--- src/rtl/sample_player_pkg.sv ---
package sample_player_pkg;

	localparam int CLK_HZ = 1000000;      // clk_sys rate seen by the stepper
	localparam int STORE_AW = 12;         // 4 KiB sample store
	localparam logic [7:0] WAV_INDEX = 8'd2;
	localparam int HDR_BYTES = 44;        // first data byte of a canonical wav

	// format fields pulled out of the wav header
	typedef struct packed {
		logic        stereo;
		logic        bits16;
		logic [31:0] sample_rate;
		logic [31:0] data_len;
	} wav_format_t;

	// one fetched sample, bytes already in order
	typedef struct packed {
		logic        valid;
		logic        bits16;
		logic [15:0] raw;
	} pcm_t;

	typedef enum logic [2:0] {
		dec_idle,
		dec_fetch,
		dec_wait_ack,
		dec_check,
		dec_ready,
		dec_bad
	} decode_state_e;

	typedef enum logic [2:0] {
		step_idle,
		step_wait_tick,
		step_fetch_lo,
		step_fetch_hi,
		step_skip
	} step_state_e;

endpackage
--- src/rtl/pcm_output.sv ---
module pcm_output import sample_player_pkg::*; (
	input  logic        clk_sys,
	input  logic        rst,
	input  logic        play,
	input  pcm_t        sample,
	output logic [15:0] audio_out,
	output logic        audio_strobe
);

	logic [15:0] audio_q;
	logic [15:0] conv;

	// 8-bit wav is unsigned, move it up and flip to two's complement
	assign conv = sample.bits16 ? sample.raw : {~sample.raw[7], sample.raw[6:0], 8'h00};

	always_ff @(posedge clk_sys) begin
		if (rst) begin
			audio_q <= '0;
			audio_strobe <= 1'b0;
		end else begin
			audio_strobe <= play && sample.valid;
			if (!play)
				audio_q <= '0; // no stale value on restart
			else if (sample.valid)
				audio_q <= conv;
		end
	end

	assign audio_out = play ? audio_q : 16'h0000;

endmodule

--- config.mk ---
export PLATFORM = sky130hd
export DESIGN_NAME = pcm_output
export DESIGN_NICKNAME = d
export VERILOG_FILES = /design/src/rtl/sample_player_pkg.sv /design/src/rtl/pcm_output.sv
export SDC_FILE = /design/constraint.sdc
export NUM_CORES = 1
export LEC_CHECK = 0
export ABC_AREA = 1
export BUFFER_PORTS_ARGS = -buffer_cell sky130_fd_sc_hd__buf_2
export CAP_MARGIN = 20
export CORE_UTILIZATION = 50
export CTS_BUF_LIST = sky130_fd_sc_hd__clkbuf_8
export DETAILED_ROUTE_END_ITERATION = 10
export PLACE_DENSITY = 0.84
export SKIP_CTS_REPAIR_TIMING = 1
export SLEW_MARGIN = 40
export SYNTH_ARGS = -nofsm -noshare
export SYNTH_HDL_FRONTEND = slang
export SYNTH_SLANG_ARGS = --single-unit
--- constraint.sdc ---
create_clock -name clk_sys -period 2.3 [get_ports clk_sys]
set_input_delay 0.575 -clock clk_sys [delete_from_list [all_inputs] [get_ports clk_sys]]
set_output_delay 0.575 -clock clk_sys [all_outputs]
set_load 0.005 [all_outputs]
After elaboration in Yosys (flattened, before gate mapping)
Cells that the tools add are included.
- multiplexer cells: 2
- bitwise gates (word level): 2
- reductions and logical operators: 2
- operators by type and width (kind ; number):
    16-bit 2-to-1 mux ; 2
    1-bit NOT ; 2
    2-bit OR reduction ; 1
    1-bit logical AND ; 1
- register bits after elaboration: 17

Logic depth before layout (Yosys ltp)
- word-level depth: 2
- gate-level depth with buffers: 6
- mapped depth without buffers: 4

Worst setup path after synthesis
OpenSTA, ideal clock, no wires.
- path type: input port to output port
- from: in play
- to: out audio_out[10]
- data arrival time: 986 ps
- data required time: 1725 ps
- path slack: 739 ps
- cell stages on the path: 4
- path through: buf_4 -> buf_2 -> nand2_1 -> inv_1
- longest elaborated chain between the ends: 1
- RTL lines (what ; RTL line ; source):
    from (decl) ; pcm_output.sv:4 ; input logic play,
    16-bit 2-to-1 mux ; pcm_output.sv:29 ; assign audio_out = play ? audio_q : 16'h0000;
    to (decl) ; pcm_output.sv:6 ; output logic [15:0] audio_out,
Every way passes these cells.

Final worst setup path
- from: in play
- to: out audio_out[1]
Same word-level chain as after synthesis.

==> run_results.csv <==
group,metric,value,unit
status,status,"finished clean",
setup_path,crit_path_start_kind,"input pin",
pwr,p_leak,0.7290,nW
grt,track_usage,21.95,%
yosys,seq_area_frac_synth,35.79,%
cells_and_area,fin_area,1145,um2
cells_and_area,drive_above_1_share,24.21,%
yosys,ys_ff_latch,17,
yosys,syn-num-nets,177,
sta,finalHoldViolCount,0,
pwr,power_density,546.9,nW/um2
detailed_routing,drtIter0Drc,9,
detailed_routing,via_count,980,
yosys,yosysUniqueCellTypes,14,
detailed_routing,ant_nets,0,
sta,tns,0,ps
cts,htree_levels,1,
sta,tightest_slew,376.3,ps
grt,grt_most_used_layer,"met2",
setup_path,worstPathMaxFanout,17,
run,cap_violations,0,
place,postPlaceCellArea,1099,um2
floorplan,die_x,45.61,um
detailed_routing,viasPerCell,4.558,
cells_and_area,antenna_cells,0,
detailed_routing,dr.pass1.iters,4,
sta,fin_crit_sh,73.48,%
cells_and_area,syn_to_final_growth,20.39,%
grt,met3_usage,4.762,%
yosys,ys_warn_count,0,
setup_path,crit_arrival,1120,ps
sta,slew_viol_final,0,
setup_path,critPathRequiredTime,1730,ps
sta,period_minus_slack,1690,ps
place,dp.final_hpwl,1.402,mm
floorplan,die_h,45.61,um
cells_and_area,register_area,340.3,um2
cells_and_area,num-nets-final,212,
cts,cts_tree,"done",
setup_path,critical_path_class,"input pin to output pin",
floorplan,io_pins,38,
detailed_routing,route.detailed.drc,0,
cells_and_area,fill_cells,177,
cts,clk_pin_slew,70,ps
sta,fin_skew,0,ps
grt,antenna_found_initial,0,
min_path,hp-class,"flop to flop",
floorplan,core,1745,um2
cts,worst_skew_pair.late_latency,260,ps
yosys,avgSynthCellArea,6.096,um2
yosys,synthesis.area,950.9,um2
sta,max_freq,591.7,MHz
sta,rsz0062_at_grt,"no",
sta,setup_violations,0,
place,dp_slack,601.1,ps
floorplan,start_util,54.48,%
yosys,synth_cells,156,
cts,cts_buffer_depth,2,
grt,grt_overflow_total,0,
grt,grt_use_met2,36.57,%
detailed_routing,routedWlPerCell,8.893,um
grt,grt_max_degree,25,
sta,setup_ws,609.9,ps
pwr,peakVddDrop,0.0003437,V
cells_and_area,multi_input_area,406.6,um2
sta,hold_ws,466.7,ps
place,globalplace.congestion,0.7766,
sta,max_slew_margin,74.92,%
cts,cts-root-buf,"clkbuf_8",
cts,cts_buffers,3,
place,port_buffers,37,
grt,grt_pass1_vias,811,
setup_path,critPathCaptureType,"output pin",
floorplan,die_area,2080,um2
grt,grt_pass1_wl,3.222,mm
cts,cts.sinks,17,
pwr,p_total,0.0006261,W
detailed_routing,totalWireLength,1.912,mm
floorplan,rows,15,
grt,gr-usage-met1,26.34,%
-- logic make-up after synthesis --
| group | synth area share [%] |
|---|---|
| buf+inv | 21.45 |
| compound gates | 4.211 |
| simple gates | 38.55 |
| flops | 35.79 |
-- cell usage in the layout (no fill, tap or decap), types with 3 or more instances in the layout --
cell type,count
a21oi_1,8
buf_2,37
clkbuf_8,3
dfxtp_1,17
inv_1,31
nand2_1,55
nand3_1,8
nor2_1,25
-- report_power, final --
part	internal (W)	switching, W	leakage (nW)
clock network	0.000120	0.000105	0.0255
registers	0.000304	0.00000429	0.138
logic	0.0000359	0.0000562	0.565
-- cell usage after synthesis --
master   count  share of area (%)
dfxtp_1     17                 36
nand2_2      1               0.66
nand2_1     55                 22
buf_2        1               0.53
inv_6        1               0.92
inv_2        1               0.39
nor2_1      25                9.9
a21oi_1      8                4.2
nand3_1      8                4.2
inv_1       31                 12
nor2_8       1                2.1
buf_4        1               0.79
buf_6        5                5.9
inv_4        1               0.66
-- through the flow --
stage	std cells	utilization [%]
6_report	215	65.59
5_1_grt	215	65.59
4_1_cts	215	65.59
3_5_place_dp	211	62.94
3_3_place_gp	211	62.94
2_1_floorplan	156	-
-- registers in the layout (all words and copies together), names as in the netlist --
name and count:
audio_q 16, audio_strobe 1
-- critical path, cell delays in order --
cell,delay [ps]
buf_2,270
nand2_1,100
inv_1,60
buf_2,100
-- worst paths after layout --
path	from	endpoint	slack, ps	cells after the start
max reg2reg	audio_q[15]	audio_q[15]	1650	4
max	play	audio_out[1]	610	4
min reg2reg	audio_q[5]	audio_q[5]	470	2
min	audio_q[5]	audio_q[5]	470	2
-- cell type report --
type / instances / share of cell area, %
multi-input combinational: 98 / 35.52
inverter: 34 / 11.80
sequential: 17 / 29.73
clock buffer: 3 / 3.607
tap: 25 / 2.732
clock inverter: 1 / 0.4372
timing repair buffer: 37 / 16.17
-- per-layer routing --
| layer | vias to the layer above | part of all wire (%) |
|---|---|---|
| met2 | 33 | 51 |
| met5 | - | 0 |
| met1 | 428 | 43 |
| met3 | 4 | 4.5 |
| li1 | 515 | - |
| met4 | 0 | 1.7 |
No activity file was read; power rests on OpenSTA's default activity.
