**src/rtl/sample_player_pkg.sv**
```systemverilog
package sample_player_pkg;

	localparam int CLK_HZ = 1000000;      // clk_sys rate seen by the stepper
	localparam int STORE_AW = 12;         // 4 KiB sample store
	localparam logic [7:0] WAV_INDEX = 8'd2;
	localparam int HDR_BYTES = 44;        // first data byte of a canonical wav

	// format fields pulled out of the wav header
	typedef struct packed {
		logic        stereo;
		logic        bits16;
		logic [31:0] sample_rate;
		logic [31:0] data_len;
	} wav_format_t;

	// one fetched sample, bytes already in order
	typedef struct packed {
		logic        valid;
		logic        bits16;
		logic [15:0] raw;
	} pcm_t;

	typedef enum logic [2:0] {
		dec_idle,
		dec_fetch,
		dec_wait_ack,
		dec_check,
		dec_ready,
		dec_bad
	} decode_state_e;

	typedef enum logic [2:0] {
		step_idle,
		step_wait_tick,
		step_fetch_lo,
		step_fetch_hi,
		step_skip
	} step_state_e;

endpackage
```
**src/rtl/sample_stepper.sv**
```systemverilog
module sample_stepper import sample_player_pkg::*; (
	input  logic                clk_sys,
	input  logic                rst,
	input  logic                play,
	input  wav_format_t         fmt,
	input  logic                format_valid,
	input  logic                step_ack,
	input  logic [7:0]          step_data,
	output logic                step_req,
	output logic [STORE_AW-1:0] step_addr,
	output pcm_t                sample
);

	step_state_e state;

	logic [32:0] acc;
	logic [33:0] sum;
	logic        tick;
	logic        done;
	logic [31:0] offset;  // byte offset into the data chunk
	logic [7:0]  lo;
	logic [7:0]  hi;
	logic        valid_q;

	function automatic logic [31:0] advance(input logic [31:0] off, input logic [1:0] n,
		input logic [31:0] len);
		logic [32:0] nxt;
		nxt = off + n;
		return (nxt >= {1'b0, len}) ? 32'd0 : nxt[31:0]; // loop at end of data
	endfunction

	assign sum = acc + fmt.sample_rate;
	assign tick = (sum >= 34'(CLK_HZ));
	assign done = (step_ack == step_req);

	assign sample.valid = valid_q;
	assign sample.bits16 = fmt.bits16;
	assign sample.raw = fmt.bits16 ? {hi, lo} : {8'h00, lo};

	always_ff @(posedge clk_sys) begin
		if (rst) begin
			state <= step_idle;
			step_req <= 1'b0;
			acc <= '0;
			offset <= '0;
			valid_q <= 1'b0;
		end else begin
			valid_q <= 1'b0;
			if (!play || !format_valid) begin
				state <= step_idle;
				acc <= '0;
				offset <= '0;
			end else begin
				// during a fetch the excess stays put until wait_tick
				if (state != step_idle && state != step_wait_tick && !tick)
					acc <= sum[32:0];
				case (state)
					step_idle: if (done)
						state <= step_wait_tick; // nothing left in flight
					step_wait_tick: begin
						if (tick) begin
							acc <= sum[32:0] - 33'(CLK_HZ);
							step_addr <= STORE_AW'(HDR_BYTES) + offset[STORE_AW-1:0];
							step_req <= ~step_req;
							offset <= advance(offset, 2'd1, fmt.data_len);
							state <= step_fetch_lo;
						end else begin
							acc <= sum[32:0];
						end
					end
					step_fetch_lo: if (done) begin
						lo <= step_data;
						if (fmt.bits16) begin
							step_addr <= STORE_AW'(HDR_BYTES) + offset[STORE_AW-1:0];
							step_req <= ~step_req;
							offset <= advance(offset, 2'd1, fmt.data_len);
							state <= step_fetch_hi;
						end else if (fmt.stereo) begin
							step_addr <= STORE_AW'(HDR_BYTES) + offset[STORE_AW-1:0];
							step_req <= ~step_req;
							offset <= advance(offset, 2'd1, fmt.data_len);
							state <= step_skip;
						end else begin
							valid_q <= 1'b1;
							state <= step_wait_tick;
						end
					end
					step_fetch_hi: if (done) begin
						hi <= step_data;
						if (fmt.stereo) begin
							step_addr <= STORE_AW'(HDR_BYTES) + offset[STORE_AW-1:0];
							step_req <= ~step_req;
							offset <= advance(offset, 2'd2, fmt.data_len); // whole right word
							state <= step_skip;
						end else begin
							valid_q <= 1'b1;
							state <= step_wait_tick;
						end
					end
					default: if (done) begin // skip read of the right channel
						valid_q <= 1'b1;
						state <= step_wait_tick;
					end
				endcase
			end
		end
	end

endmodule

```
**config.mk**
```make
export PLATFORM = sky130hd
export DESIGN_NAME = sample_stepper
export DESIGN_NICKNAME = d
export VERILOG_FILES = /design/src/rtl/sample_player_pkg.sv /design/src/rtl/sample_stepper.sv
export SDC_FILE = /design/constraint.sdc
export NUM_CORES = 1
export LEC_CHECK = 0
export ABC_AREA = 1
export BUFFER_PORTS_ARGS = -buffer_cell sky130_fd_sc_hd__buf_2
export CELL_PAD_IN_SITES_DETAIL_PLACEMENT = 1
export CELL_PAD_IN_SITES_GLOBAL_PLACEMENT = 1
export CORE_UTILIZATION = 46
export CTS_CLUSTER_SIZE = 10
export DETAILED_ROUTE_END_ITERATION = 8
export GPL_ROUTABILITY_DRIVEN = 0
export PLACE_DENSITY_LB_ADDON = 0.1
export SETUP_SLACK_MARGIN = 0.4
export SYNTH_ARGS = -nofsm -noshare
export SYNTH_HDL_FRONTEND = slang
export SYNTH_SLANG_ARGS = --single-unit
export TNS_END_PERCENT = 1
```
**constraint.sdc**
```tcl
create_clock -name clk_sys -period 10.2 [get_ports clk_sys]
set_input_delay 0.51 -clock clk_sys [delete_from_list [all_inputs] [get_ports clk_sys]]
set_output_delay 0.51 -clock clk_sys [all_outputs]
set_load 0.01 [all_outputs]
```
== Word level (Yosys, flattened, before mapping) ==
Cells that the tools add are included.

* Bits in registers: 98
* Input port bits: 79
* Output and inout bits: 31
* Logic and storage cells: 86

* Add/sub/neg operators: 5
* Order comparisons: 3
* Eq/ne operators: 10
* Muxes and demuxes: 38
* Bitwise logic cells: 3
* Reductions and logical operators: 19

{| class="wikitable"
|+ Operator list
! operator !! count
|-
| two-way mux 32 bit || 8
|-
| two-way mux 33 bit || 3
|-
| one-hot mux 32 bit (3 select lines) || 1
|-
| >= comparator 33 x 32 -> 1 bit || 2
|-
| two-way mux 12 bit || 5
|-
| one-hot mux 12 bit (3 select lines) || 1
|-
| adder 33 x 32 -> 34 bit || 1
|-
| >= comparator 34 x 20 -> 1 bit (second input constant) || 1
|-
| adder 32 x 1 -> 33 bit (second input constant) || 1
|-
| adder 32 x 2 -> 33 bit (second input constant) || 1
|-
| subtractor 33 x 20 -> 33 bit (second input constant) || 1
|-
| two-way mux 3 bit || 6
|-
| two-way mux 16 bit || 1
|-
| adder 6 x 12 -> 12 bit (first input constant) || 1
|-
| AND reduction 4 bit || 3
|-
| AND reduction 6 bit || 2
|-
| two-way mux 1 bit || 10
|-
| one-hot mux 3 bit (3 select lines) || 1
|-
| != test 2 bit (second input constant) || 4
|-
| equality test 3 x 2 -> 1 bit (second input constant) || 2
|-
| one-hot mux 1 bit (3 select lines) || 2
|-
| nonzero test 3 bit || 2
|-
| AND reduction 5 bit || 1
|-
| nonzero test 2 bit || 2
|-
| 10 further kinds || 16
|}

== Longest topological paths before layout ==
Gate-level depths: netlist of run 1.

* Depth in word-level cells: 7
* Gate-level depth with buffers: 28
* Gate-level depth less buffers: 27

== Least setup slack after synthesis of run 1 ==
No wires, ideal clock.

* Path kind: register -> register
* Start: reg offset[1]
* End: reg offset[31]
* Setup time: 113 ps
* Data arrival time: 3,560 ps
* Data required time: 10,087 ps
* Path slack: 6,528 ps
* Cell stages (with the launch flop): 23
* Buffers on the path: 2
* Clock period less this slack: 3,672 ps
* Cell sequence: dfxtp_1 -> ha_1 -> nand2_1 -> nor2_1 -> nand2_1 -> nor2_1 -> nand4_1 -> or2_2 -> nor2_1 -> xor2_1 -> inv_1 -> ha_1 -> nand4_1 -> nor3_1 -> nand4_1 -> nor2_1 -> nor2_1 -> nand3_1 -> clkbuf_1 -> buf_2 -> o22ai_1 -> nor2_1 -> nor2_1

* Longest elaborated chain between the ends: 7
* Elaborated cells between the ends (all ways): 13
* Those cells by class: add/sub: 2; order compare: 2; mux: 9

{| class="wikitable"
|+ Ends and longest elaborated chain
! element !! RTL line !! text
|-
| start, declared || sample_stepper.sv:20 || <nowiki>logic [31:0] offset;</nowiki>
|-
| start signal, assigned || sample_stepper.sv:65 || <nowiki>offset <= advance(offset, 2'd1, fmt.data_len);</nowiki>
|-
| start signal, assigned || sample_stepper.sv:76 || <nowiki>offset <= advance(offset, 2'd1, fmt.data_len);</nowiki>
|-
| start signal, assigned || sample_stepper.sv:81 || <nowiki>offset <= advance(offset, 2'd1, fmt.data_len);</nowiki>
|-
| adder 32 x 1 -> 33 bit || sample_stepper.sv:28 || <nowiki>nxt = off + n;</nowiki>
|-
| >= comparator 33 x 32 -> 1 bit || sample_stepper.sv:29 || <nowiki>return (nxt >= {1'b0, len}) ? 32'd0 : nxt[31:0];</nowiki>
|-
| two-way mux 32 bit || sample_stepper.sv:29 ||
|-
| two-way mux 32 bit || sample_stepper.sv:78 || <nowiki>end else if (fmt.stereo) begin</nowiki>
|-
| two-way mux 32 bit || sample_stepper.sv:73 || <nowiki>if (fmt.bits16) begin</nowiki>
|-
| two-way mux 32 bit || sample_stepper.sv:71 || <nowiki>step_fetch_lo: if (done) begin</nowiki>
|-
| one-hot mux 32 bit (3 select lines) (*) || sample_stepper.sv:57 || <nowiki>case (state)</nowiki>
|}

Mark *: on every way between the ends. The rest lies on a longest branch, timed or not. The select of a mux whose other input is x is not followed.
A chain may end at the register's enable or synchronous reset.

== Worst setup path in the final report of run 1 ==
* Start: reg offset[0]
* End: reg offset[13]

The elaborated chain is that of the path after synthesis.

==> flow_summary_export.csv, run 1 <==
group,metric,value,unit
floorplan,initial_core_util,0.470,
power_and_ir_drop,power,0.962,mW
route,via_per_inst,5.37,
floorplan,boundaryPins,110,
layout,antenna_cells,0,
clock_tree,postCtsResizedCells,0,
route,drt_iter0_drc,833,
route,wire_per_inst,17.2,um
grt,antenna_found_initial,0,
yosys,yosysWarnings,0,
sta,timing.final.crit_share,0.507,
sta,setup_viol,0,
route,drt_wl_total,40.6,mm
critical_path,worst-path-stages,23,
yosys,syn_inst,1945,
worst_hold_path,hp-class,"in -> reg",
critical_path,critPathMostFrequentCell,"nor2_1",
critical_path,crit_path_end_kind,"flip-flop",
floorplan,die_w,160,um
critical_path,cp.arrival,5420,ps
sta,min_period,5170,ps
worst_hold_path,hold_depth,1,
clock_tree,post_cts_buffers,0,
outcome,outcome,"finished, final reports clean",
sta,slew_violations,0,
yosys,synthArstFlopShare,0,
clock_tree,htree_levels,3,
clock_tree,hold_buffers,0,
sta,slew-limit-headroom,0.250,
floorplan,core,24400,um2
yosys,synth_flop_cell,"dfxtp_1",
grt,grt_overflow,0,
floorplan,die_h,160,um
run,drv_cap,0,
grt,grt_usage,0.319,
critical_path,cpLargestDelayFamily,"simple AND/OR/NAND/NOR gates",
route,via_count,12700,
grt,grt_max_degree,63,
route,drc,0,
grt,grtUsageMet3,0.0488,
sta,rsz0062_at_grt,"no",
sta,fmax,0.193,GHz
clock_tree,clock_latency,370,ps
yosys,avgSynthCellArea,5.90,um2
clock_tree,numCtsBuffers,9,
placement,port_buffers,109,
critical_path,cp_slowest_cell,"dfxtp_1",
grt,grt_most_used_layer,"met2",
critical_path,path_max_fanout,20,
floorplan,die-area,25600,um2
grt,grt_util_met1,0.430,
clock_tree,clock_sinks,98,
placement,hpwl,33.0,mm
critical_path,cp_data_required_time,10440,ps
critical_path,path_cells,"ha_1, nand2_1, nor2_1, nand2_1, nor2_1, nand4_1, or2_2, nor2_1, xor2_1, inv_1, ha_1, nand2_1, nor3_1, nand4_1, nor2_1, nor2_1, nand3_1, buf_4, inv_1, nand2_1, o21ai_0, nor2_1, nor2_1",
route,dr.pass1.iters,5,
power_and_ir_drop,ir_worst_vdd,0.0827,mV
clock_tree,root_buffer,"clkbuf_16",
power_and_ir_drop,total_leakage_power,7.03,nW
yosys,synth.distinct_cells,47,
grt,met2_usage,0.526,
critical_path,cp-start-kind,"flip-flop",
sta,tns,0,ps
clock_tree,clock_path_buffers,2,
layout,finalNetCount,2209,
sta,finClkSkew,22.2,ps
yosys,yosysTopAreaCell,"nand2_1",
yosys,synth_fp_nets,2127,
grt,grt_pass1_vias,12800,
layout,syn_to_final_growth,9.17,%
critical_path,path_class,"reg -> reg",
floorplan,rows,57,
yosys,yosysSeqAreaShare,0.195,
critical_path,ff2ff_path_depth,23,
critical_path,critPathMaxStageDelay,670,ps
yosys,synth_top_area_frac,0.202,
route,ant_nets,0,
sta,hold_viol,0,
grt,grt_pass1_wl,65.3,mm
power_and_ir_drop,power.density,76.8,nW/um2
yosys,netlist_area,11500,um2
clock_tree,cts_tree,"built",
yosys,ys_seq_elements,98,
sta,max_slew.worst_pin.slew,1120,ps
clock_tree,clkTransAtPathRegs,90,ps
yosys,synth_edf_count,28,
critical_path,path_buf_inv,3,
layout,layout-drive-gt1-share,0.100,
yosys,synth_area_leaders,"nand2_1 (20%), dfxtp_1 (12%), ha_1 (11%)",
## per-layer routing
metal | wire, um | vias up | part of all wire
li1 | - | 6290 | -
met1 | 18900 | 5970 | 0.47
met2 | 18400 | 332 | 0.45
met3 | 2460 | 61 | 0.061
met4 | 875 | 0 | 0.022
met5 | 0 | - | 0
## logic make-up after synthesis
| logic type | count (synthesis) | share of synthesized area |
|---|---|---|
| AOI/OAI and AO/OA | 170 | 0.0826 |
| xor gates and xnor gates | 62 | 0.0473 |
| adders and majority gates | 103 | 0.113 |
| buffers and inverters | 393 | 0.137 |
| DFF | 98 | 0.195 |
| and+or+nand+nor | 1119 | 0.425 |
## cell usage after synthesis (7+ instances only)
cell	number
a21oi_2	7
nor4_1	12
nand2_1	617
nor3_1	23
dfxtp_1	70
nand4_1	48
nand3_2	7
clkbuf_1	21
nand3b_1	10
nor2_1	215
buf_4	9
o21a_1	7
nand3_1	135
o21ai_0	46
inv_2	10
xor2_1	57
ha_1	102
inv_1	340
nor2_2	9
nand2_2	21
o21ai_1	7
o22ai_1	11
edfxtp_1	28
a21oi_1	78
## power breakdown
group,internal (mW),switching [mW]
Clock,0.175,0.188
Sequential,0.402,0.00353
Combinational,0.0634,0.130
Total,0.641,0.321
## state kept, by name, indices dropped and copies added (netlist names)
signal / cells
acc: 33
offset: 32
step_addr: 12
hi: 8
lo: 8
state: 3
step_req: 1
valid_q: 1
## layout make-up
class                      instances  area, um2
tap                              324        405
inverter                         352       1320
fill                            3569      11900
sequential                        98       2240
clock buffer                       9        225
clock inverter                     7       81.3
timing repair buffer             112        568
multi-input combinational       1454       7680
## final timing paths
check | from | to | slack (ps)
worst max register to register | offset[0]$_SDFFE_PN0P_ | offset[13]$_SDFFE_PN0P_ | 5030
worst min-delay path | step_data[6] | hi[6]$_DFFE_PP_ | 330
worst max-delay path | offset[0]$_SDFFE_PN0P_ | offset[13]$_SDFFE_PN0P_ | 5030
worst min register to register | acc[26]$_SDFFE_PN0P_ | acc[26]$_SDFFE_PN0P_ | 480
## per-stage QoR
stage               setup WS (ps)   util  hold slack [ps]  cells  area (um2)
floorplan                    6530      -              443   1945       11500
global placement             5430  0.501              469   2340       12200
detailed placement           5180  0.501              479   2340       12200
CTS                          5090  0.513              329   2356       12500
global route                 4470  0.513              330   2356       12500
finish                       5030  0.513              329   2356       12500
## worst reg2reg max path, stage by stage (launching register included)
cell	delay (ps)
dfxtp_1	670
ha_1	290
nand2_1	130
nor2_1	230
nand2_1	190
nor2_1	260
nand4_1	240
or2_2	400
nor2_1	140
xor2_1	220
inv_1	80
ha_1	320
nand2_1	80
nor3_1	360
nand4_1	130
nor2_1	120
nor2_1	50
nand3_1	60
buf_4	280
inv_1	370
nand2_1	150
o21ai_0	100
nor2_1	120
nor2_1	70
## cell usage in the layout (no fill, tap or decap), drive strengths merged
| master | synthesis | layout |
|---|---|---|
| nor3 | 25 | 25 |
| a21o | 3 | 3 |
| nor2 | 230 | 230 |
| a21boi | 1 | 1 |
| or2 | 2 | 2 |
| a211oi | 1 | 1 |
| o21bai | 4 | 4 |
| and2 | 2 | 2 |
| dfxtp | 70 | 70 |
| clkbuf | 21 | 9 |
| o21a | 7 | 7 |
| edfxtp | 28 | 28 |
| and3 | 1 | 1 |
| o211ai | 4 | 4 |
| a21oi | 85 | 85 |
| xnor2 | 5 | 5 |
| o22ai | 11 | 11 |
| nand3b | 10 | 10 |
| xor2 | 57 | 57 |
| clkinv | 1 | 6 |
| ha | 102 | 102 |
| or3 | 1 | 1 |
| buf | 20 | 112 |
| nor4 | 12 | 12 |
| fa | 1 | 1 |
| nand3 | 145 | 145 |
| nand4 | 49 | 49 |
| nand2 | 642 | 642 |
| inv | 351 | 353 |
| a2111o | 1 | 1 |
| o21ai | 53 | 53 |
(Power assumes the default switching activity.)
==> inputs of run 2 (changes only) <==
- ABC_AREA: 1 -> 0
- CORE_UTILIZATION: 46 -> 45
- clock period: 10.2 -> 5.39 ns (I/O delays scaled with it)
==> run 2 against run 1 <==
Worst setup slack got worse by 4500 ps; clock skew is 15 ps lower; count of clock-buffer cells in the layout is 1 higher; critical path type unchanged; largest power group unchanged.
==> flow_summary_export.csv, run 2 <==
group,metric,value,unit
clock_tree,clock_path_buffers,2,
yosys,synth.distinct_cells,81,
critical_path,cp_slowest_cell,"or3_1",
layout,antenna_cells,0,
yosys,synth_edf_count,28,
critical_path,worst-path-stages,18,
grt,grt_pass1_vias,10600,
route,routedLengthMet1,17.3,mm
critical_path,rr_endpoint,"offset[3]$_SDFFE_PN0P_",
critical_path,path_max_fanout,7,
yosys,synth_most_common_cell,"nand2_1",
route,via_per_inst,6.17,
placement,port_buffers,109,
sta,setup_viol,0,
worst_hold_path,hp-class,"in -> reg",
critical_path,path_cells,"ha_2, nand2_1, nor3_2, nand3_1, or3_1, nor2_1, xor2_1, ha_1, nand2_1, nor2_1, a211oi_1, o21ai_0, a211oi_2, o21ai_0, or3_4, and2_1, a31o_2, a221oi_1",
critical_path,cp_data_required_time,5660,ps
layout,largest_reg_flops,33,
critical_path,ff2ff_path_depth,18,
layout,finalNetCount,1605,
yosys,yosysWarnings,0,
route,drt_wl_total,35.1,mm
power_and_ir_drop,total_leakage_power,5.04,nW
power_and_ir_drop,p_seq_frac,0.439,
yosys,syn_inst,1338,
power_and_ir_drop,ir_worst_vdd,0.151,mV
layout,syn_to_final_growth,11.9,%
clock_tree,root_buffer,"clkbuf_16",
placement,hpwl,27.8,mm
power_and_ir_drop,swShare,0.305,
critical_path,rr_startpoint,"offset[1]$_SDFFE_PN0P_",
route,dr.max_layer_used,"met4",
layout,top_regs,"acc (33), offset (32), step_addr (12)",
route,via_count,10500,
clock_tree,htree_levels,3,
run,drv_cap,0,
floorplan,rows,54,
grt,grt_pass1_wl,57.3,mm
sta,rsz0062_at_grt,"yes",
grt,antenna_found_initial,0,
yosys,avgSynthCellArea,7.69,um2
grt,grt_overflow,0,
sta,hold_viol,0,
layout,final_core_util,0.521,
floorplan,core,22100,um2
sta,finClkSkew,7.51,ps
critical_path,critPathMaxStageDelay,470,ps
layout,final_common_cell,"nand2_1",
route,ant_nets,0,
floorplan,die_h,153,um
clock_tree,numCtsBuffers,9,
route,dr.pass1.iters,5,
critical_path,crit_path_end_kind,"flip-flop",
floorplan,die-area,23500,um2
power_and_ir_drop,pwr-share-comb,0.170,
route,drt_iter0_drc,733,
yosys,synth_common_cells,"nand2_1 (172), ha_1 (102), nor2_1 (97)",
yosys,synth_top_area_frac,0.136,
yosys,synth_fp_nets,1520,
layout,layout-drive-gt1-share,0.144,
power_and_ir_drop,p_switching,0.529,mW
sta,slew-limit-headroom,0.197,
clock_tree,hold_buffers,0,
clock_tree,post_cts_buffers,0,
critical_path,cpLargestDelayFamily,"simple AND/OR/NAND/NOR gates",
critical_path,path_buf_inv,0,
route,wl_met3,1.94,mm
clock_tree,clkTransAtPathRegs,80,ps
outcome,outcome,"finished, final reports clean",
yosys,netlist_area,10300,um2
floorplan,die_w,153,um
clock_tree,cts_tree,"built",
sta,fmax,0.205,GHz
critical_path,cp-startpoint,"offset[1]$_SDFFE_PN0P_",
sta,min_period,4880,ps
grt,grt_usage,0.304,
yosys,ys_seq_elements,98,
yosys,synth_area_leaders,"dfxtp_1 (14%), ha_1 (12%), edfxtp_1 (8.2%)",
sta,tns,0,ps
critical_path,path_class,"reg -> reg",
floorplan,boundaryPins,110,
power_and_ir_drop,p_int,1.20,mW
layout,final_cell_mix,"nand2_1 (172), buf_2 (109), ha_1 (101)",
route,wire_per_inst,20.6,um
clock_tree,clock_latency,370,ps
power_and_ir_drop,p_clk_frac,0.391,
sta,max_slew.worst_pin.slew,1200,ps
critical_path,worst-r2r-setup-slack,510,ps
route,drc,0,
critical_path,worstSetupEndpoint,"offset[3]$_SDFFE_PN0P_",
yosys,synth_flop_cell,"dfxtp_1",
critical_path,cp.arrival,5150,ps
sta,timing.final.crit_share,0.905,
route,met2WireLength,15.3,mm
yosys,synthArstFlopShare,0,
layout,regMostFlops,"acc",
clock_tree,clock_sinks,98,
yosys,yosysTopAreaCell,"dfxtp_1",
sta,slew_violations,0,
yosys,yosysSeqAreaShare,0.218,
floorplan,initial_core_util,0.465,
grt,grt_max_degree,54,
critical_path,cp-start-kind,"flip-flop",
power_and_ir_drop,power.density,151,nW/um2
run 2: worst min-delay path by stage:
stage                     depth (start not counted)              end         start
after floorplan                                   0  hi[0]$_DFFE_PP_  step_data[0]
after global placement                            1  hi[1]$_DFFE_PP_  step_data[1]
after detailed placement                          1  lo[1]$_DFFE_PP_  step_data[1]
after CTS                                         1  lo[1]$_DFFE_PP_  step_data[1]
after global routing                              1  lo[1]$_DFFE_PP_  step_data[1]
final                                             1  lo[1]$_DFFE_PP_  step_data[1]
run 2: what timing repair did:
item | 4_1_cts | 5_1_grt
setup endpoints to repair | 4 | 72
gates resized for setup | 3 | 8
hold endpoints to repair | 0 | 0
run 2: cell type report:
cell class	count	area, um2
Fill cell	2768	10600
Multi-Input combinational cell	1107	7580
Sequential cell	98	2240
Timing Repair Buffer	142	793
Tap cell	280	350
Inverter	65	244
Clock buffer	10	239
Clock inverter	6	61.3
run 2: kinds of logic (layout without fill, tap and decap cells):
family                   count (synthesis)  after routing  share of synthesized area
buffers and inverters                  133            223                     0.0521
multiplexers                            28             28                     0.0275
AND/OR/NAND/NOR                        517            517                      0.248
XOR/XNOR                                95             95                     0.0809
AO/OA/AOI/OAI                          364            364                      0.247
adder cells (fa/ha/maj)                103            103                      0.126
flip-flops                              98             98                      0.218
run 2: power groups by stage:
stage	Clock [mW]	Combinational [mW]	Sequential, mW
after floorplan	0	0.189	0.777
after global placement	0	0.279	0.778
after detailed placement	0	0.288	0.778
after CTS	0.688	0.291	0.761
after global routing	0.717	0.324	0.761
final	0.678	0.295	0.761
run 2: layer usage:
metal / track usage / vias up
met4: 0.0827 / 0
met3: 0.0357 / 42
met5: 0 / -
li1: - / 5048
met2: 0.472 / 326
met1: 0.441 / 5119
run 2: worst register-to-register path, stage by stage, from the launching register on:
cell      delay, ps
dfxtp_1         440
ha_2            310
nand2_1         170
nor3_2          230
nand3_1         250
or3_1           480
nor2_1          150
xor2_1          250
ha_1            290
nand2_1          60
nor2_1           50
a211oi_1        240
o21ai_0         210
a211oi_2        260
o21ai_0         200
or3_4           430
and2_1          250
a31o_2          230
a221oi_1        290
run 2: stage by stage:
step	instance area, um2	power, mW	hold slack (ps)	cells	setup slack, ps
final	11500	1.73	93.2	1708	514
after global routing	11500	1.80	90.4	1708	281
after CTS	11500	1.74	86.9	1708	412
after detailed placement	11200	1.07	466	1692	313
after global placement	11200	1.06	458	1692	371
after floorplan	10300	0.965	368	1338	941
