## src/rtl/sample_player_pkg.sv

```systemverilog
package sample_player_pkg;

	localparam int CLK_HZ = 1000000;      // clk_sys rate seen by the stepper
	localparam int STORE_AW = 12;         // 4 KiB sample store
	localparam logic [7:0] WAV_INDEX = 8'd2;
	localparam int HDR_BYTES = 44;        // first data byte of a canonical wav

	// format fields pulled out of the wav header
	typedef struct packed {
		logic        stereo;
		logic        bits16;
		logic [31:0] sample_rate;
		logic [31:0] data_len;
	} wav_format_t;

	// one fetched sample, bytes already in order
	typedef struct packed {
		logic        valid;
		logic        bits16;
		logic [15:0] raw;
	} pcm_t;

	typedef enum logic [2:0] {
		dec_idle,
		dec_fetch,
		dec_wait_ack,
		dec_check,
		dec_ready,
		dec_bad
	} decode_state_e;

	typedef enum logic [2:0] {
		step_idle,
		step_wait_tick,
		step_fetch_lo,
		step_fetch_hi,
		step_skip
	} step_state_e;

endpackage
```

## src/rtl/sample_loader.sv

```systemverilog
module sample_loader import sample_player_pkg::*; (
	input  logic                clk_sys,
	input  logic                rst,
	input  logic                ioctl_download,
	input  logic                ioctl_wr,
	input  logic [24:0]         ioctl_addr,
	input  logic [7:0]          ioctl_index,
	input  logic [7:0]          ioctl_dout,
	output logic                wr_en,
	output logic [STORE_AW-1:0] wr_addr,
	output logic [7:0]          wr_data,
	output logic                wav_loaded
);

	logic wav_dl;
	logic wav_dl_q;
	logic in_range;

	assign wav_dl = ioctl_download && (ioctl_index == WAV_INDEX);
	assign in_range = (ioctl_addr[24:STORE_AW] == '0); // drop bytes past the store

	assign wr_en = wav_dl && ioctl_wr && in_range;
	assign wr_addr = ioctl_addr[STORE_AW-1:0];
	assign wr_data = ioctl_dout;

	always_ff @(posedge clk_sys) begin
		if (rst) begin
			wav_dl_q <= 1'b0;
			wav_loaded <= 1'b0;
		end else begin
			wav_dl_q <= wav_dl;
			if (wav_dl && !wav_dl_q)
				wav_loaded <= 1'b0; // new file coming in
			else if (!wav_dl && wav_dl_q)
				wav_loaded <= 1'b1;
		end
	end

endmodule

```

## config.mk

```make
export PLATFORM = sky130hd
export DESIGN_NAME = sample_loader
export DESIGN_NICKNAME = d
export VERILOG_FILES = /design/src/rtl/sample_player_pkg.sv /design/src/rtl/sample_loader.sv
export SDC_FILE = /design/constraint.sdc
export NUM_CORES = 1
export LEC_CHECK = 0
export ABC_AREA = 1
export BUFFER_PORTS_ARGS = -buffer_cell sky130_fd_sc_hd__buf_2
export CAP_MARGIN = 10
export CORE_UTILIZATION = 25
export DETAILED_ROUTE_END_ITERATION = 8
export PLACE_DENSITY = 0.82
export SYNTH_ARGS = -nofsm -noshare
export SYNTH_HDL_FRONTEND = slang
export SYNTH_SLANG_ARGS = --single-unit
```

## constraint.sdc

```tcl
create_clock -name clk_sys -period 1.97 [get_ports clk_sys]
set_input_delay 0.394 -clock clk_sys [delete_from_list [all_inputs] [get_ports clk_sys]]
set_output_delay 0.394 -clock clk_sys [all_outputs]
set_load 0.02 [all_outputs]
```

## Yosys cells after proc, flatten, opt, wreduce, memory -nomap -nowiden

Index checks and enable logic that the tools add are counted.

| operators by class | value |
|---|---|
| divide/modulo/power cells | 0 |
| $lt $le $gt $ge | 0 |
| reductions and logical operators | 9 |
| bitwise operators | 0 |
| multipliers | 0 |
| mux-type cells | 0 |
| shift operators | 0 |
| eq/ne operators | 1 |
| add/sub/neg operators | 0 |

Operators by type and width:

| kind | number |
|---|---|
| logical NOT 13 bit | 1 |
| == test 8 x 2 -> 1 bit, second input constant | 1 |
| logical AND 1 bit | 5 |
| logical NOT 1 bit | 2 |
| OR reduction 2 bit | 1 |

| word-level totals | value |
|---|---|
| memories | 0 |
| bits in read-only memories | 0 |
| output and inout port bits | 22 |
| word-level logic and storage cells | 12 |
| flip-flop bits (word level) | 2 |
| latch bits | 0 |
| memory bits (writable) | 0 |

## Longest topological paths before layout

Gate-level depths: netlist of run 1.

| logic depth | value |
|---|---|
| word-level depth | 4 |
| depth in mapped cells | 6 |
| mapped depth without buffers | 6 |

## Worst setup path before layout of run 1

OpenSTA, ideal clock, no wires.

| path | value |
|---|---|
| path kind | input to output |
| from | input port ioctl_index[7] |
| to | output port wr_en |
| data arrival time | 0.917 ns |
| slack | 0.659 ns |
| stages on the path | 5 |
| path buffers | 0 |
| cell sequence | nor2_1 nand2_1 nor2_2 nand2_2 nor2_2 |

| on the way | value |
|---|---|
| word-level cells in the longest chain between the ends | 4 |

RTL lines:

| what | RTL line | RTL |
|---|---|---|
| from (decl) | sample_loader.sv:7 | `input logic [7:0] ioctl_index,` |
| == test 8 x 2 -> 1 bit | sample_loader.sv:19 | `assign wav_dl = ioctl_download && (ioctl_index == WAV_INDEX);` |
| logical AND 1 bit | sample_loader.sv:19 |  |
| logical AND 1 bit (2 in a row) | sample_loader.sv:22 | `assign wr_en = wav_dl && ioctl_wr && in_range;` |
| to (decl) | sample_loader.sv:9 | `output logic wr_en,` |

No other way between the ends.

## Worst setup path in the final report of run 1

Same ends and word-level chain as after synthesis.

==> report_table.html, run 1 <==
<table>
<tr><th>Metric</th><th>Value</th></tr>
<tr><th colspan="2">Critical path</th></tr>
<tr><td>Setup crit start kind</td><td>input pin</td></tr>
<tr><td>Critical path buffers and inverters</td><td>2</td></tr>
<tr><td>Classification of the worst setup path</td><td>input pin to output pin</td></tr>
<tr><td>Required time of the critical path</td><td>1.58 ns</td></tr>
<tr><td>Nature of the critical path endpoint</td><td>output pin</td></tr>
<tr><td>Number of cell instances on the worst register-to-register path</td><td>4</td></tr>
<tr><td>Worst Path Arrival</td><td>1.08 ns</td></tr>
<tr><td>R2R Path Start</td><td>wav_loaded$_SDFFE_PP0P_</td></tr>
<tr><td>Maximum fanout along the worst path</td><td>2</td></tr>
<tr><td>Worst R2R Setup Slack</td><td>1.30 ns</td></tr>
<tr><td>Top cell family by delay on the critical path</td><td>simple AND/OR/NAND/NOR gates</td></tr>
<tr><td>Capture instance of the worst register-to-register path</td><td>wav_loaded$_SDFFE_PP0P_</td></tr>
<tr><td>Critical path's largest stage delay</td><td>0.16 ns</td></tr>
<tr><td>Chain of cells forming the critical path</td><td>buf_2 -&gt; nor2_1 -&gt; nand2_1 -&gt; nor2_2 -&gt; nand2_2 -&gt; nor2_2 -&gt; buf_2</td></tr>
<tr><td>Master of the slowest instance on the critical path</td><td>sky130_fd_sc_hd__buf_2</td></tr>
<tr><th colspan="2">Power and ir drop</th></tr>
<tr><td>Peak ir drop on the vdd network</td><td>271.5 µV</td></tr>
<tr><td>Power density cells</td><td>477.9 mW/mm²</td></tr>
<tr><td>Leak Pwr</td><td>0.1950 nW</td></tr>
<tr><td>Switching power total</td><td>0.03602 mW</td></tr>
<tr><td>Logic pwr share</td><td>20.2%</td></tr>
<tr><td>Part of the power in the clock network</td><td>55.1%</td></tr>
<tr><td>Switching share of power</td><td>21.74%</td></tr>
<tr><td>Internal power contribution</td><td>0.1296 mW</td></tr>
<tr><td>Flop pwr share</td><td>24.7%</td></tr>
<tr><th colspan="2">Timing</th></tr>
<tr><td>WHS</td><td>0.3433 ns</td></tr>
<tr><td>Setup TNS</td><td>0 ns</td></tr>
<tr><td>Final clock skew</td><td>0.003891 ns</td></tr>
<tr><td>Highest Clock Rate</td><td>0.6799 GHz</td></tr>
<tr><td>Number of setup violations in the final report</td><td>0</td></tr>
<tr><td>Slew Limit Headroom</td><td>87.93%</td></tr>
<tr><td>Min Tclk post-route</td><td>1.471 ns</td></tr>
<tr><td>Final Slew Violations</td><td>0</td></tr>
<tr><td>Ratio of final minimum period to clock period</td><td>74.66%</td></tr>
<tr><td>Setup repair after global routing missed its margin</td><td>no</td></tr>
<tr><td>Final setup slack of the worst path</td><td>0.4992 ns</td></tr>
<tr><td>Slew at the pin closest to its max-slew limit</td><td>0.1809 ns</td></tr>
<tr><td>Final hold viol count</td><td>0</td></tr>
<tr><th colspan="2">Synthesis</th></tr>
<tr><td>Share of the yosys chip area belonging to registers</td><td>12.26%</td></tr>
<tr><td>Synth Register Bits</td><td>2</td></tr>
<tr><td>Number of warnings reported in the yosys synthesis log</td><td>0</td></tr>
<tr><td>Most instantiated library cell after synthesis</td><td>sky130_fd_sc_hd__buf_4</td></tr>
<tr><td>Most frequent cells after synthesis</td><td>sky130_fd_sc_hd__buf_4 (20), sky130_fd_sc_hd__nor2_1 (13), sky130_fd_sc_hd__nand2_1 (9)</td></tr>
<tr><td>Fraction of synthesized area in multiplexers</td><td>0%</td></tr>
<tr><td>Largest family of logic cells by synthesized area</td><td>buffers and inverters</td></tr>
<tr><td>Mean instance size in the synthesized netlist</td><td>6.280 µm²</td></tr>
<tr><td>Area share of the largest cell type after synthesis</td><td>45.98%</td></tr>
<tr><td>Dominant synthesized flop cell</td><td>sky130_fd_sc_hd__dfxtp_1</td></tr>
<tr><td>Adder-cell area share of the yosys netlist</td><td>0%</td></tr>
<tr><td>Basic-gate share of the synthesized area counting and, or, nand and nor cells</td><td>38.31%</td></tr>
<tr><td>Mapped Area</td><td>326.6 µm²</td></tr>
<tr><td>Syn nets</td><td>97</td></tr>
<tr><td>Yosys cell types</td><td>9</td></tr>
<tr><td>Share of flip-flops with an asynchronous set or reset after synthesis</td><td>0%</td></tr>
<tr><td>Compound-cell area share of the yosys netlist</td><td>0%</td></tr>
<tr><td>EDFF count, synth</td><td>0</td></tr>
<tr><td>Cell taking the most area after synthesis</td><td>sky130_fd_sc_hd__buf_4</td></tr>
<tr><td>Post-Synth XOR/XNOR Area</td><td>0%</td></tr>
<tr><td>Synthesized instance count</td><td>52</td></tr>
<tr><td>Top cells by area in the synthesized netlist</td><td>sky130_fd_sc_hd__buf_4 (46%), sky130_fd_sc_hd__nor2_1 (15%), sky130_fd_sc_hd__dfxtp_1 (12%), sky130_fd_sc_hd__nand2_1 (10%), sky130_fd_sc_hd__nor3b_4 (5.7%)</td></tr>
<tr><th colspan="2">Die</th></tr>
<tr><td>IO Pins</td><td>67</td></tr>
<tr><td>Std cell rows</td><td>12</td></tr>
<tr><td>Area of the die</td><td>0.001455 mm²</td></tr>
<tr><td>Placeable core region</td><td>0.001156 mm²</td></tr>
<tr><td>Width of the chip</td><td>38.14 µm</td></tr>
<tr><td>Initial Util</td><td>28.25%</td></tr>
<tr><td>Vertical die dimension</td><td>38.14 µm</td></tr>
<tr><th colspan="2">Place</th></tr>
<tr><td>GP Congestion</td><td>0.5353</td></tr>
<tr><td>Buffers added on ports</td><td>26</td></tr>
<tr><td>Post-DP HPWL</td><td>501.7 µm</td></tr>
<tr><td>Place WS</td><td>0.4872 ns</td></tr>
<tr><th colspan="2">Worst hold path</th></tr>
<tr><td>End of the worst hold path</td><td>wav_dl_q$_SDFF_PP0_</td></tr>
<tr><td>Hold Path Stages</td><td>2</td></tr>
<tr><td>Worst Min Path Start</td><td>rst</td></tr>
<tr><td>Worst Hold Class</td><td>input pin to register</td></tr>
<tr><th colspan="2">Cells and area</th></tr>
<tr><td>Area delta synth-&gt;final</td><td>6.130%</td></tr>
<tr><td># fillers</td><td>143</td></tr>
<tr><td>Final #Nets</td><td>108</td></tr>
<tr><td>Diodes inserted</td><td>0</td></tr>
<tr><td>Layout cells sized above 1</td><td>54.10%</td></tr>
<tr><th colspan="2">Route</th></tr>
<tr><td>Vias</td><td>303</td></tr>
<tr><td>Number of vias per cell after detailed routing</td><td>4.040</td></tr>
<tr><td>Number of iterations in the first detailed-routing pass</td><td>4</td></tr>
<tr><td>Detail-routed net length per standard cell</td><td>7.667 µm</td></tr>
<tr><td>Iteration-0 DRC count of the detailed router</td><td>5</td></tr>
<tr><td>Final routed DRC violation total</td><td>0</td></tr>
<tr><td>Antenna-violating nets left</td><td>0</td></tr>
<tr><td>Total wirelength of the detailed-routed design</td><td>575 µm</td></tr>
<tr><th colspan="2">Clocking</th></tr>
<tr><td>CTS Buf Count</td><td>3</td></tr>
<tr><td>Clk_lat worst skew</td><td>0.23 ns</td></tr>
<tr><td>Total of cells resized after clock tree synthesis</td><td>0</td></tr>
<tr><td>Hold-fix buffer count after cts</td><td>0</td></tr>
<tr><td>CTS H-tree lvls</td><td>1</td></tr>
<tr><td>CTS clock-pin slew for the worst setup and hold paths</td><td>0.03 ns</td></tr>
<tr><td>Master cell of the clock root buffer</td><td>sky130_fd_sc_hd__clkbuf_4</td></tr>
<tr><td>Post-CTS setup repair buffer count</td><td>0</td></tr>
<tr><td>CTS max path bufs</td><td>2</td></tr>
<tr><td>Clock Sinks</td><td>2</td></tr>
<tr><td>TritonCTS clock tree</td><td>built</td></tr>
<tr><th colspan="2">Global route</th></tr>
<tr><td>Global-route wire length before repair</td><td>876 µm</td></tr>
<tr><td>Initial antenna violation count</td><td>0</td></tr>
<tr><td>Largest net degree at the start of global routing</td><td>4</td></tr>
<tr><td>All-layer global routing usage</td><td>9.443%</td></tr>
<tr><td>Via count of the first global-routing pass</td><td>258</td></tr>
<tr><td>Final global-route overflow total</td><td>0</td></tr>
<tr><th colspan="2">Flow run</th></tr>
<tr><td>Max cap viols</td><td>0</td></tr>
<tr><th colspan="2">Status</th></tr>
<tr><td>Run status</td><td>finished, final reports clean</td></tr>
</table>
==> layer usage <==
metal,track usage (%),routed length [µm]
met4,6.250,0
met5,0,0
met1,8.392,200
met3,8.721,103
met2,13.56,272
==> area by class of cell <==
cell class                      instances  area, µm²  area share, %
Clock buffer                            3      22.52          6.498
Inverter                                3      11.26          3.249
Multi-Input combinational cell         27      125.1          36.10
Sequential cell                         2      40.04          11.55
Tap cell                               14      17.52          5.054
Timing Repair Buffer                   26      130.1          37.55
==> cells by family after synthesis <==
logic type    after synthesis
simple gates               27
buf+inv                    23
flops                       2
==> how the worst max path moves through the flow <==
stage / from / end / slack, ns / cells past startpoint
floorplan: ioctl_index[7] / wr_en / 0.66 / 5
global placement: ioctl_index[7] / wr_en / 0.50 / 7
detailed placement: ioctl_index[7] / wr_en / 0.49 / 7
CTS: ioctl_index[7] / wr_en / 0.49 / 7
global route: ioctl_index[5] / wr_en / 0.35 / 7
finish: ioctl_index[7] / wr_en / 0.50 / 7
==> cell usage in the layout, fill, tap and decap left out, drive strengths merged <==
cell	synthesis	layout
buf	20	26
clkbuf	0	3
dfxtp	2	2
inv	3	3
nand2	10	10
nand3	1	1
nor2	15	15
nor3b	1	1
==> worst register-to-register path, stage by stage, from the launching register on <==
cell                      delay, ns
sky130_fd_sc_hd__dfxtp_1       0.31
sky130_fd_sc_hd__nor2_1        0.10
sky130_fd_sc_hd__nor2_1        0.04
sky130_fd_sc_hd__nand2_1       0.06
sky130_fd_sc_hd__inv_1         0.04
==> per-stage QoR <==
step	instances	cell area (µm²)	utilization, %	power (mW)
3_5_place_dp	72	324.1	28.03	0.07532
3_3_place_gp	72	324.1	28.03	0.07444
4_1_cts	75	346.6	29.98	0.1722
2_1_floorplan	52	326.6	-	0.1099
6_report	75	346.6	29.98	0.1656
5_1_grt	75	346.6	29.98	0.1855
==> flip-flops by register name, summed over array words and instances (netlist names) <==
signal,count
wav_dl_q,1
wav_loaded,1
==> power groups by stage <==
stage | registers [mW] | clock network (mW) | logic, mW
after floorplan | 0.0414 | 0 | 0.0684
after global placement | 0.0414 | 0 | 0.0330
after detailed placement | 0.0414 | 0 | 0.0339
after CTS | 0.0409 | 0.0973 | 0.0340
after global routing | 0.0408 | 0.107 | 0.0381
final | 0.0409 | 0.0913 | 0.0335
(Power assumes the default switching activity.)
==> inputs of run 2 (changes only) <==
- ABC_AREA: 1 -> 0
- CORE_UTILIZATION: 25 -> 21
- PLACE_DENSITY: 0.82 -> 0.77
- clock period: 1.97 -> 1.55 ns (I/O delays scaled with it)
==> run 2 against run 1 <==
Effect of this change:
- the run now ends with negative setup slack left
- clock-buffer cell count unchanged
- critical path depth decreased by 2
- worst setup slack worse by 0.74 ns
- sequential share of layout area increased by 0.71 points
- power is 25% higher
- register-to-register slack lost 0.67 ns
- synthesized area down 15%
- flip-flop and latch count is the same
- non-clock buffer count stayed put
- die area grew 1.2%
- via count shrank 18%
- critical path type unchanged
- critical endpoint unchanged
- largest power group unchanged
==> report_table.html, run 2 <==
<table>
<tr><th>Metric</th><th>Value</th></tr>
<tr><th colspan="2">Timing</th></tr>
<tr><td>Setup repair after global routing missed its margin</td><td>yes (was no)</td></tr>
<tr><td>WHS</td><td>0.2637 ns (was 0.3433 ns)</td></tr>
<tr><td>Highest Clock Rate</td><td>0.5596 GHz</td></tr>
<tr><td>Slew at the pin closest to its max-slew limit</td><td>0.3804 ns (was 0.1809 ns)</td></tr>
<tr><td>Final setup slack of the worst path</td><td>-0.2369 ns (was 0.4992 ns)</td></tr>
<tr><td>Min Tclk post-route</td><td>1.787 ns</td></tr>
<tr><td>Final clock skew</td><td>0.006118 ns (was 0.003891 ns)</td></tr>
<tr><td>Ratio of final minimum period to clock period</td><td>115.3%</td></tr>
<tr><td>Final hold viol count</td><td>0 (unchanged)</td></tr>
<tr><td>Final Slew Violations</td><td>0 (unchanged)</td></tr>
<tr><td>Slew Limit Headroom</td><td>73.98% (was 87.93%)</td></tr>
<tr><td>Number of setup violations in the final report</td><td>1 (was 0)</td></tr>
<tr><th colspan="2">Power and ir drop</th></tr>
<tr><td>Peak ir drop on the vdd network</td><td>259.2 µV (was 271.5 µV)</td></tr>
<tr><td>Part of the power in the clock network</td><td>57.0% (was 55.1%)</td></tr>
<tr><td>Power consumption</td><td>0.2066 mW (was 0.1656 mW)</td></tr>
<tr><td>Power density cells</td><td>632.8 mW/mm² (was 477.9 mW/mm²)</td></tr>
<tr><td>Leak Pwr</td><td>0.1579 nW (was 0.1950 nW)</td></tr>
<tr><td>Logic pwr share</td><td>17.9% (was 20.2%)</td></tr>
<tr><td>Switching share of power</td><td>20.40% (was 21.74%)</td></tr>
<tr><td>Internal power contribution</td><td>0.1645 mW (was 0.1296 mW)</td></tr>
<tr><td>Switching power total</td><td>0.04215 mW (was 0.03602 mW)</td></tr>
<tr><td>Flop pwr share</td><td>25.1% (was 24.7%)</td></tr>
<tr><th colspan="2">Critical path</th></tr>
<tr><td>Critical path's largest stage delay</td><td>0.52 ns (was 0.16 ns)</td></tr>
<tr><td>Top cell family by delay on the critical path</td><td>simple AND/OR/NAND/NOR gates (unchanged)</td></tr>
<tr><td>Classification of the worst setup path</td><td>input pin to output pin (unchanged)</td></tr>
<tr><td>Chain of cells forming the critical path</td><td>buf_6 -&gt; or4b_4 -&gt; or3_4 -&gt; nor2_4 -&gt; buf_6 (was buf_2 -&gt; nor2_1 -&gt; nand2_1 -&gt; nor2_2 -&gt; nand2_2 -&gt; nor2_2 -&gt; buf_2)</td></tr>
<tr><td>Setup crit start kind</td><td>input pin (unchanged)</td></tr>
<tr><td>Required time of the critical path</td><td>1.24 ns (was 1.58 ns)</td></tr>
<tr><td>Critical path buffers and inverters</td><td>2 (unchanged)</td></tr>
<tr><td>Nature of the critical path endpoint</td><td>output pin (unchanged)</td></tr>
<tr><td>CP most frequent cell</td><td>sky130_fd_sc_hd__buf_6</td></tr>
<tr><td>Master of the slowest instance on the critical path</td><td>sky130_fd_sc_hd__or4b_4 (was sky130_fd_sc_hd__buf_2)</td></tr>
<tr><td>Worst Path Arrival</td><td>1.48 ns (was 1.08 ns)</td></tr>
<tr><td>Maximum fanout along the worst path</td><td>2 (unchanged)</td></tr>
<tr><th colspan="2">Synthesis</th></tr>
<tr><td>Compound-cell area share of the yosys netlist</td><td>3.153% (was 0%)</td></tr>
<tr><td>Post-Synth XOR/XNOR Area</td><td>0% (unchanged)</td></tr>
<tr><td>Mapped Area</td><td>277.8 µm² (was 326.6 µm²)</td></tr>
<tr><td>Fraction of synthesized area in multiplexers</td><td>0% (unchanged)</td></tr>
<tr><td>Yosys cell types</td><td>12 (was 9)</td></tr>
<tr><td>Share of the yosys chip area belonging to registers</td><td>14.41% (was 12.26%)</td></tr>
<tr><td>Cell taking the most area after synthesis</td><td>sky130_fd_sc_hd__buf_4 (unchanged)</td></tr>
<tr><td>EDFF count, synth</td><td>0 (unchanged)</td></tr>
<tr><td>Syn nets</td><td>81 (was 97)</td></tr>
<tr><td>Area share of the largest cell type after synthesis</td><td>54.05% (was 45.98%)</td></tr>
<tr><td>Synthesized instance count</td><td>36 (was 52)</td></tr>
<tr><td>Most instantiated library cell after synthesis</td><td>sky130_fd_sc_hd__buf_4 (unchanged)</td></tr>
<tr><td>Mean instance size in the synthesized netlist</td><td>7.716 µm² (was 6.280 µm²)</td></tr>
<tr><td>Dominant synthesized flop cell</td><td>sky130_fd_sc_hd__dfxtp_1 (unchanged)</td></tr>
<tr><td>Top cells by area in the synthesized netlist</td><td>sky130_fd_sc_hd__buf_4 (54%), sky130_fd_sc_hd__dfxtp_1 (14%), sky130_fd_sc_hd__nor2_1 (5.4%), sky130_fd_sc_hd__nor4_1 (4.5%), sky130_fd_sc_hd__or4b_1 (3.6%) (was sky130_fd_sc_hd__buf_4 (46%), sky130_fd_sc_hd__nor2_1 (15%), sky130_fd_sc_hd__dfxtp_1 (12%), sky130_fd_sc_hd__nand2_1 (10%), sky130_fd_sc_hd__nor3b_4 (5.7%))</td></tr>
<tr><td>Synth Register Bits</td><td>2 (unchanged)</td></tr>
<tr><td>Share of flip-flops with an asynchronous set or reset after synthesis</td><td>0% (unchanged)</td></tr>
<tr><td>Number of warnings reported in the yosys synthesis log</td><td>0 (unchanged)</td></tr>
<tr><td>Most frequent cells after synthesis</td><td>sky130_fd_sc_hd__buf_4 (20), sky130_fd_sc_hd__nor2_1 (4), sky130_fd_sc_hd__dfxtp_1 (2), sky130_fd_sc_hd__nor4_1 (2) (was sky130_fd_sc_hd__buf_4 (20), sky130_fd_sc_hd__nor2_1 (13), sky130_fd_sc_hd__nand2_1 (9))</td></tr>
<tr><td>Basic-gate share of the synthesized area counting and, or, nand and nor cells</td><td>28.38% (was 38.31%)</td></tr>
<tr><td>Largest family of logic cells by synthesized area</td><td>buffers and inverters (unchanged)</td></tr>
<tr><td>Adder-cell area share of the yosys netlist</td><td>0% (unchanged)</td></tr>
<tr><th colspan="2">Die</th></tr>
<tr><td>Placeable core region</td><td>0.001171 mm² (was 0.001156 mm²)</td></tr>
<tr><td>Vertical die dimension</td><td>38.37 µm (was 38.14 µm)</td></tr>
<tr><td>Initial Util</td><td>23.72% (was 28.25%)</td></tr>
<tr><td>IO Pins</td><td>67 (unchanged)</td></tr>
<tr><td>Std cell rows</td><td>12 (unchanged)</td></tr>
<tr><td>Area of the die</td><td>0.001472 mm² (was 0.001455 mm²)</td></tr>
<tr><td>Width of the chip</td><td>38.37 µm (was 38.14 µm)</td></tr>
<tr><th colspan="2">Cells and area</th></tr>
<tr><td># fillers</td><td>136 (was 143)</td></tr>
<tr><td>Most common cell after layout, fill and taps aside</td><td>sky130_fd_sc_hd__buf_2 (unchanged)</td></tr>
<tr><td>Layout cells sized above 1</td><td>73.33% (was 54.10%)</td></tr>
<tr><td>Area delta synth-&gt;final</td><td>17.57% (was 6.130%)</td></tr>
<tr><td>Top library cells by usage in the layout, fill and taps aside</td><td>sky130_fd_sc_hd__buf_2 (24), sky130_fd_sc_hd__nor2_1 (3), sky130_fd_sc_hd__clkbuf_4 (3) (was sky130_fd_sc_hd__buf_2 (26), sky130_fd_sc_hd__nor2_1 (13), sky130_fd_sc_hd__nand2_1 (9))</td></tr>
<tr><td>Finished Cell Area</td><td>326.6 µm² (was 346.6 µm²)</td></tr>
<tr><td>Footprint of the multi-input gates</td><td>103.9 µm² (was 125.1 µm²)</td></tr>
<tr><td>Utilization after layout</td><td>27.88% (was 29.98%)</td></tr>
<tr><td>Post-Layout Cell Count</td><td>59 (was 75)</td></tr>
<tr><td>Leading registers by flop count</td><td>wav_dl_q x1, wav_loaded x1 (unchanged)</td></tr>
<tr><td>Final #Nets</td><td>92 (was 108)</td></tr>
<tr><td>Diodes inserted</td><td>0 (unchanged)</td></tr>
<tr><td>FF/Latch Area</td><td>40.04 µm² (unchanged)</td></tr>
<tr><th colspan="2">Place</th></tr>
<tr><td>Placed cells</td><td>56 (was 72)</td></tr>
<tr><td>Post-DP HPWL</td><td>462.6 µm (was 501.7 µm)</td></tr>
<tr><td>Buffers added on ports</td><td>26 (unchanged)</td></tr>
<tr><td>Post-Place Cell Area</td><td>287.8 µm² (was 324.1 µm²)</td></tr>
<tr><td>GP Congestion</td><td>0.6721 (was 0.5353)</td></tr>
<tr><th colspan="2">Clocking</th></tr>
<tr><td>Clk_lat worst skew</td><td>0.23 ns (about the same)</td></tr>
<tr><td>CTS clock-pin slew for the worst setup and hold paths</td><td>0.03 ns (about the same)</td></tr>
<tr><td>Clock Sinks</td><td>2 (unchanged)</td></tr>
<tr><td>CTS H-tree lvls</td><td>1 (unchanged)</td></tr>
<tr><td>CTS Buf Count</td><td>3 (unchanged)</td></tr>
<tr><td>Master cell of the clock root buffer</td><td>sky130_fd_sc_hd__clkbuf_4 (unchanged)</td></tr>
<tr><td>TritonCTS clock tree</td><td>built (unchanged)</td></tr>
<tr><td>CTS max path bufs</td><td>2 (unchanged)</td></tr>
<tr><th colspan="2">Route</th></tr>
<tr><td>Vias</td><td>248 (was 303)</td></tr>
<tr><td>Antenna-violating nets left</td><td>0 (unchanged)</td></tr>
<tr><td>Number of iterations in the first detailed-routing pass</td><td>4 (unchanged)</td></tr>
<tr><td>Total wirelength of the detailed-routed design</td><td>550 µm (was 575 µm)</td></tr>
<tr><td>Number of vias per cell after detailed routing</td><td>4.203 (was 4.040)</td></tr>
<tr><td>Iteration-0 DRC count of the detailed router</td><td>6 (was 5)</td></tr>
<tr><td>Detail-routed net length per standard cell</td><td>9.322 µm (was 7.667 µm)</td></tr>
<tr><td>Final routed DRC violation total</td><td>0 (unchanged)</td></tr>
<tr><th colspan="2">Worst hold path</th></tr>
<tr><td>Worst Hold Class</td><td>input pin to register (unchanged)</td></tr>
<tr><th colspan="2">Global route</th></tr>
<tr><td>Final global-route overflow total</td><td>0 (unchanged)</td></tr>
<tr><td>Initial antenna violation count</td><td>0 (unchanged)</td></tr>
<tr><td>Global-route wire length before repair</td><td>745 µm (was 876 µm)</td></tr>
<tr><td>Largest net degree at the start of global routing</td><td>4 (unchanged)</td></tr>
<tr><td>Via count of the first global-routing pass</td><td>206 (was 258)</td></tr>
<tr><td>All-layer global routing usage</td><td>8.403% (was 9.443%)</td></tr>
<tr><th colspan="2">Status</th></tr>
<tr><td>Run status</td><td>complete, but fails checks (was finished, final reports clean)</td></tr>
<tr><td>Violations in the final reports</td><td>negative setup slack</td></tr>
<tr><th colspan="2">Flow run</th></tr>
<tr><td>Max cap viols</td><td>0 (unchanged)</td></tr>
</table>
[run 2: cell count changes after synthesis, moves of 2 or more]
cell	change
sky130_fd_sc_hd__nand2_1	-9
sky130_fd_sc_hd__nor2_2	-2
sky130_fd_sc_hd__nor2_1	-9
sky130_fd_sc_hd__nor4_1	+2
sky130_fd_sc_hd__inv_1	-3
[run 2: final cells by class]
| type | instances | share of cell area, % |
|---|---|---|
| Sequential cell | 2 | 12.26 |
| Clock buffer | 3 | 6.897 |
| Multi-Input combinational cell | 14 | 31.80 |
| Tap cell | 14 | 5.364 |
| Timing Repair Buffer | 26 | 43.68 |
[run 2: logic make-up (layout without fill, tap and decap cells)]
logic type             after synthesis  in the layout
and+or+nand+nor                     13             13
AOI/OAI and AO/OA                    1              1
buffers and inverters               20             29
DFF                                  2              2
[run 2: per-layer routing]
metal	up-vias	share of wire (%)	GRT usage, %
met1	106	38	6.574
met4	0	0	7.759
met3	0	16	9.302
li1	122	-	-
met2	20	46	11.02
met5	-	0	0
[run 2: path summary, 6_finish.rpt]
kind | end | slack (ns) | from | depth (start not counted)
min reg2reg | wav_loaded$_SDFFE_PP0P_ | 0.47 | wav_dl_q$_SDFF_PP0_ | 2
max | wr_en | -0.24 | ioctl_index[6] | 5
min | wav_loaded$_SDFFE_PP0P_ | 0.26 | rst | 2
max reg2reg | wav_loaded$_SDFFE_PP0P_ | 0.63 | wav_dl_q$_SDFF_PP0_ | 2
[run 2: timing repair]
item,in CTS,in global routing
hold endpoints to repair,0,0
resized for setup,4,0
setup buffers,0,0
setup endpoints to repair,1,1
pin swaps,1,0
hold buffers,0,0
[run 2: through the flow]
step	TNS, ns	setup slack, ns
6_report	-0.2369	-0.2369
5_1_grt	-0.2599	-0.2599
4_1_cts	-0.2438	-0.2438
3_5_place_dp	-0.3297	-0.3297
3_3_place_gp	-0.3268	-0.3268
2_1_floorplan	-0.1331	-0.1331
[run 2: power by group through the flow]
| stage | Clock (mW) | Combinational (mW) | Sequential [mW] |
|---|---|---|---|
| final | 0.118 | 0.0369 | 0.0519 |
| after global routing | 0.137 | 0.0396 | 0.0519 |
| after CTS | 0.125 | 0.0375 | 0.0519 |
| after detailed placement | 0 | 0.0349 | 0.0526 |
| after global placement | 0 | 0.0339 | 0.0526 |
| after floorplan | 0 | 0.0813 | 0.0527 |
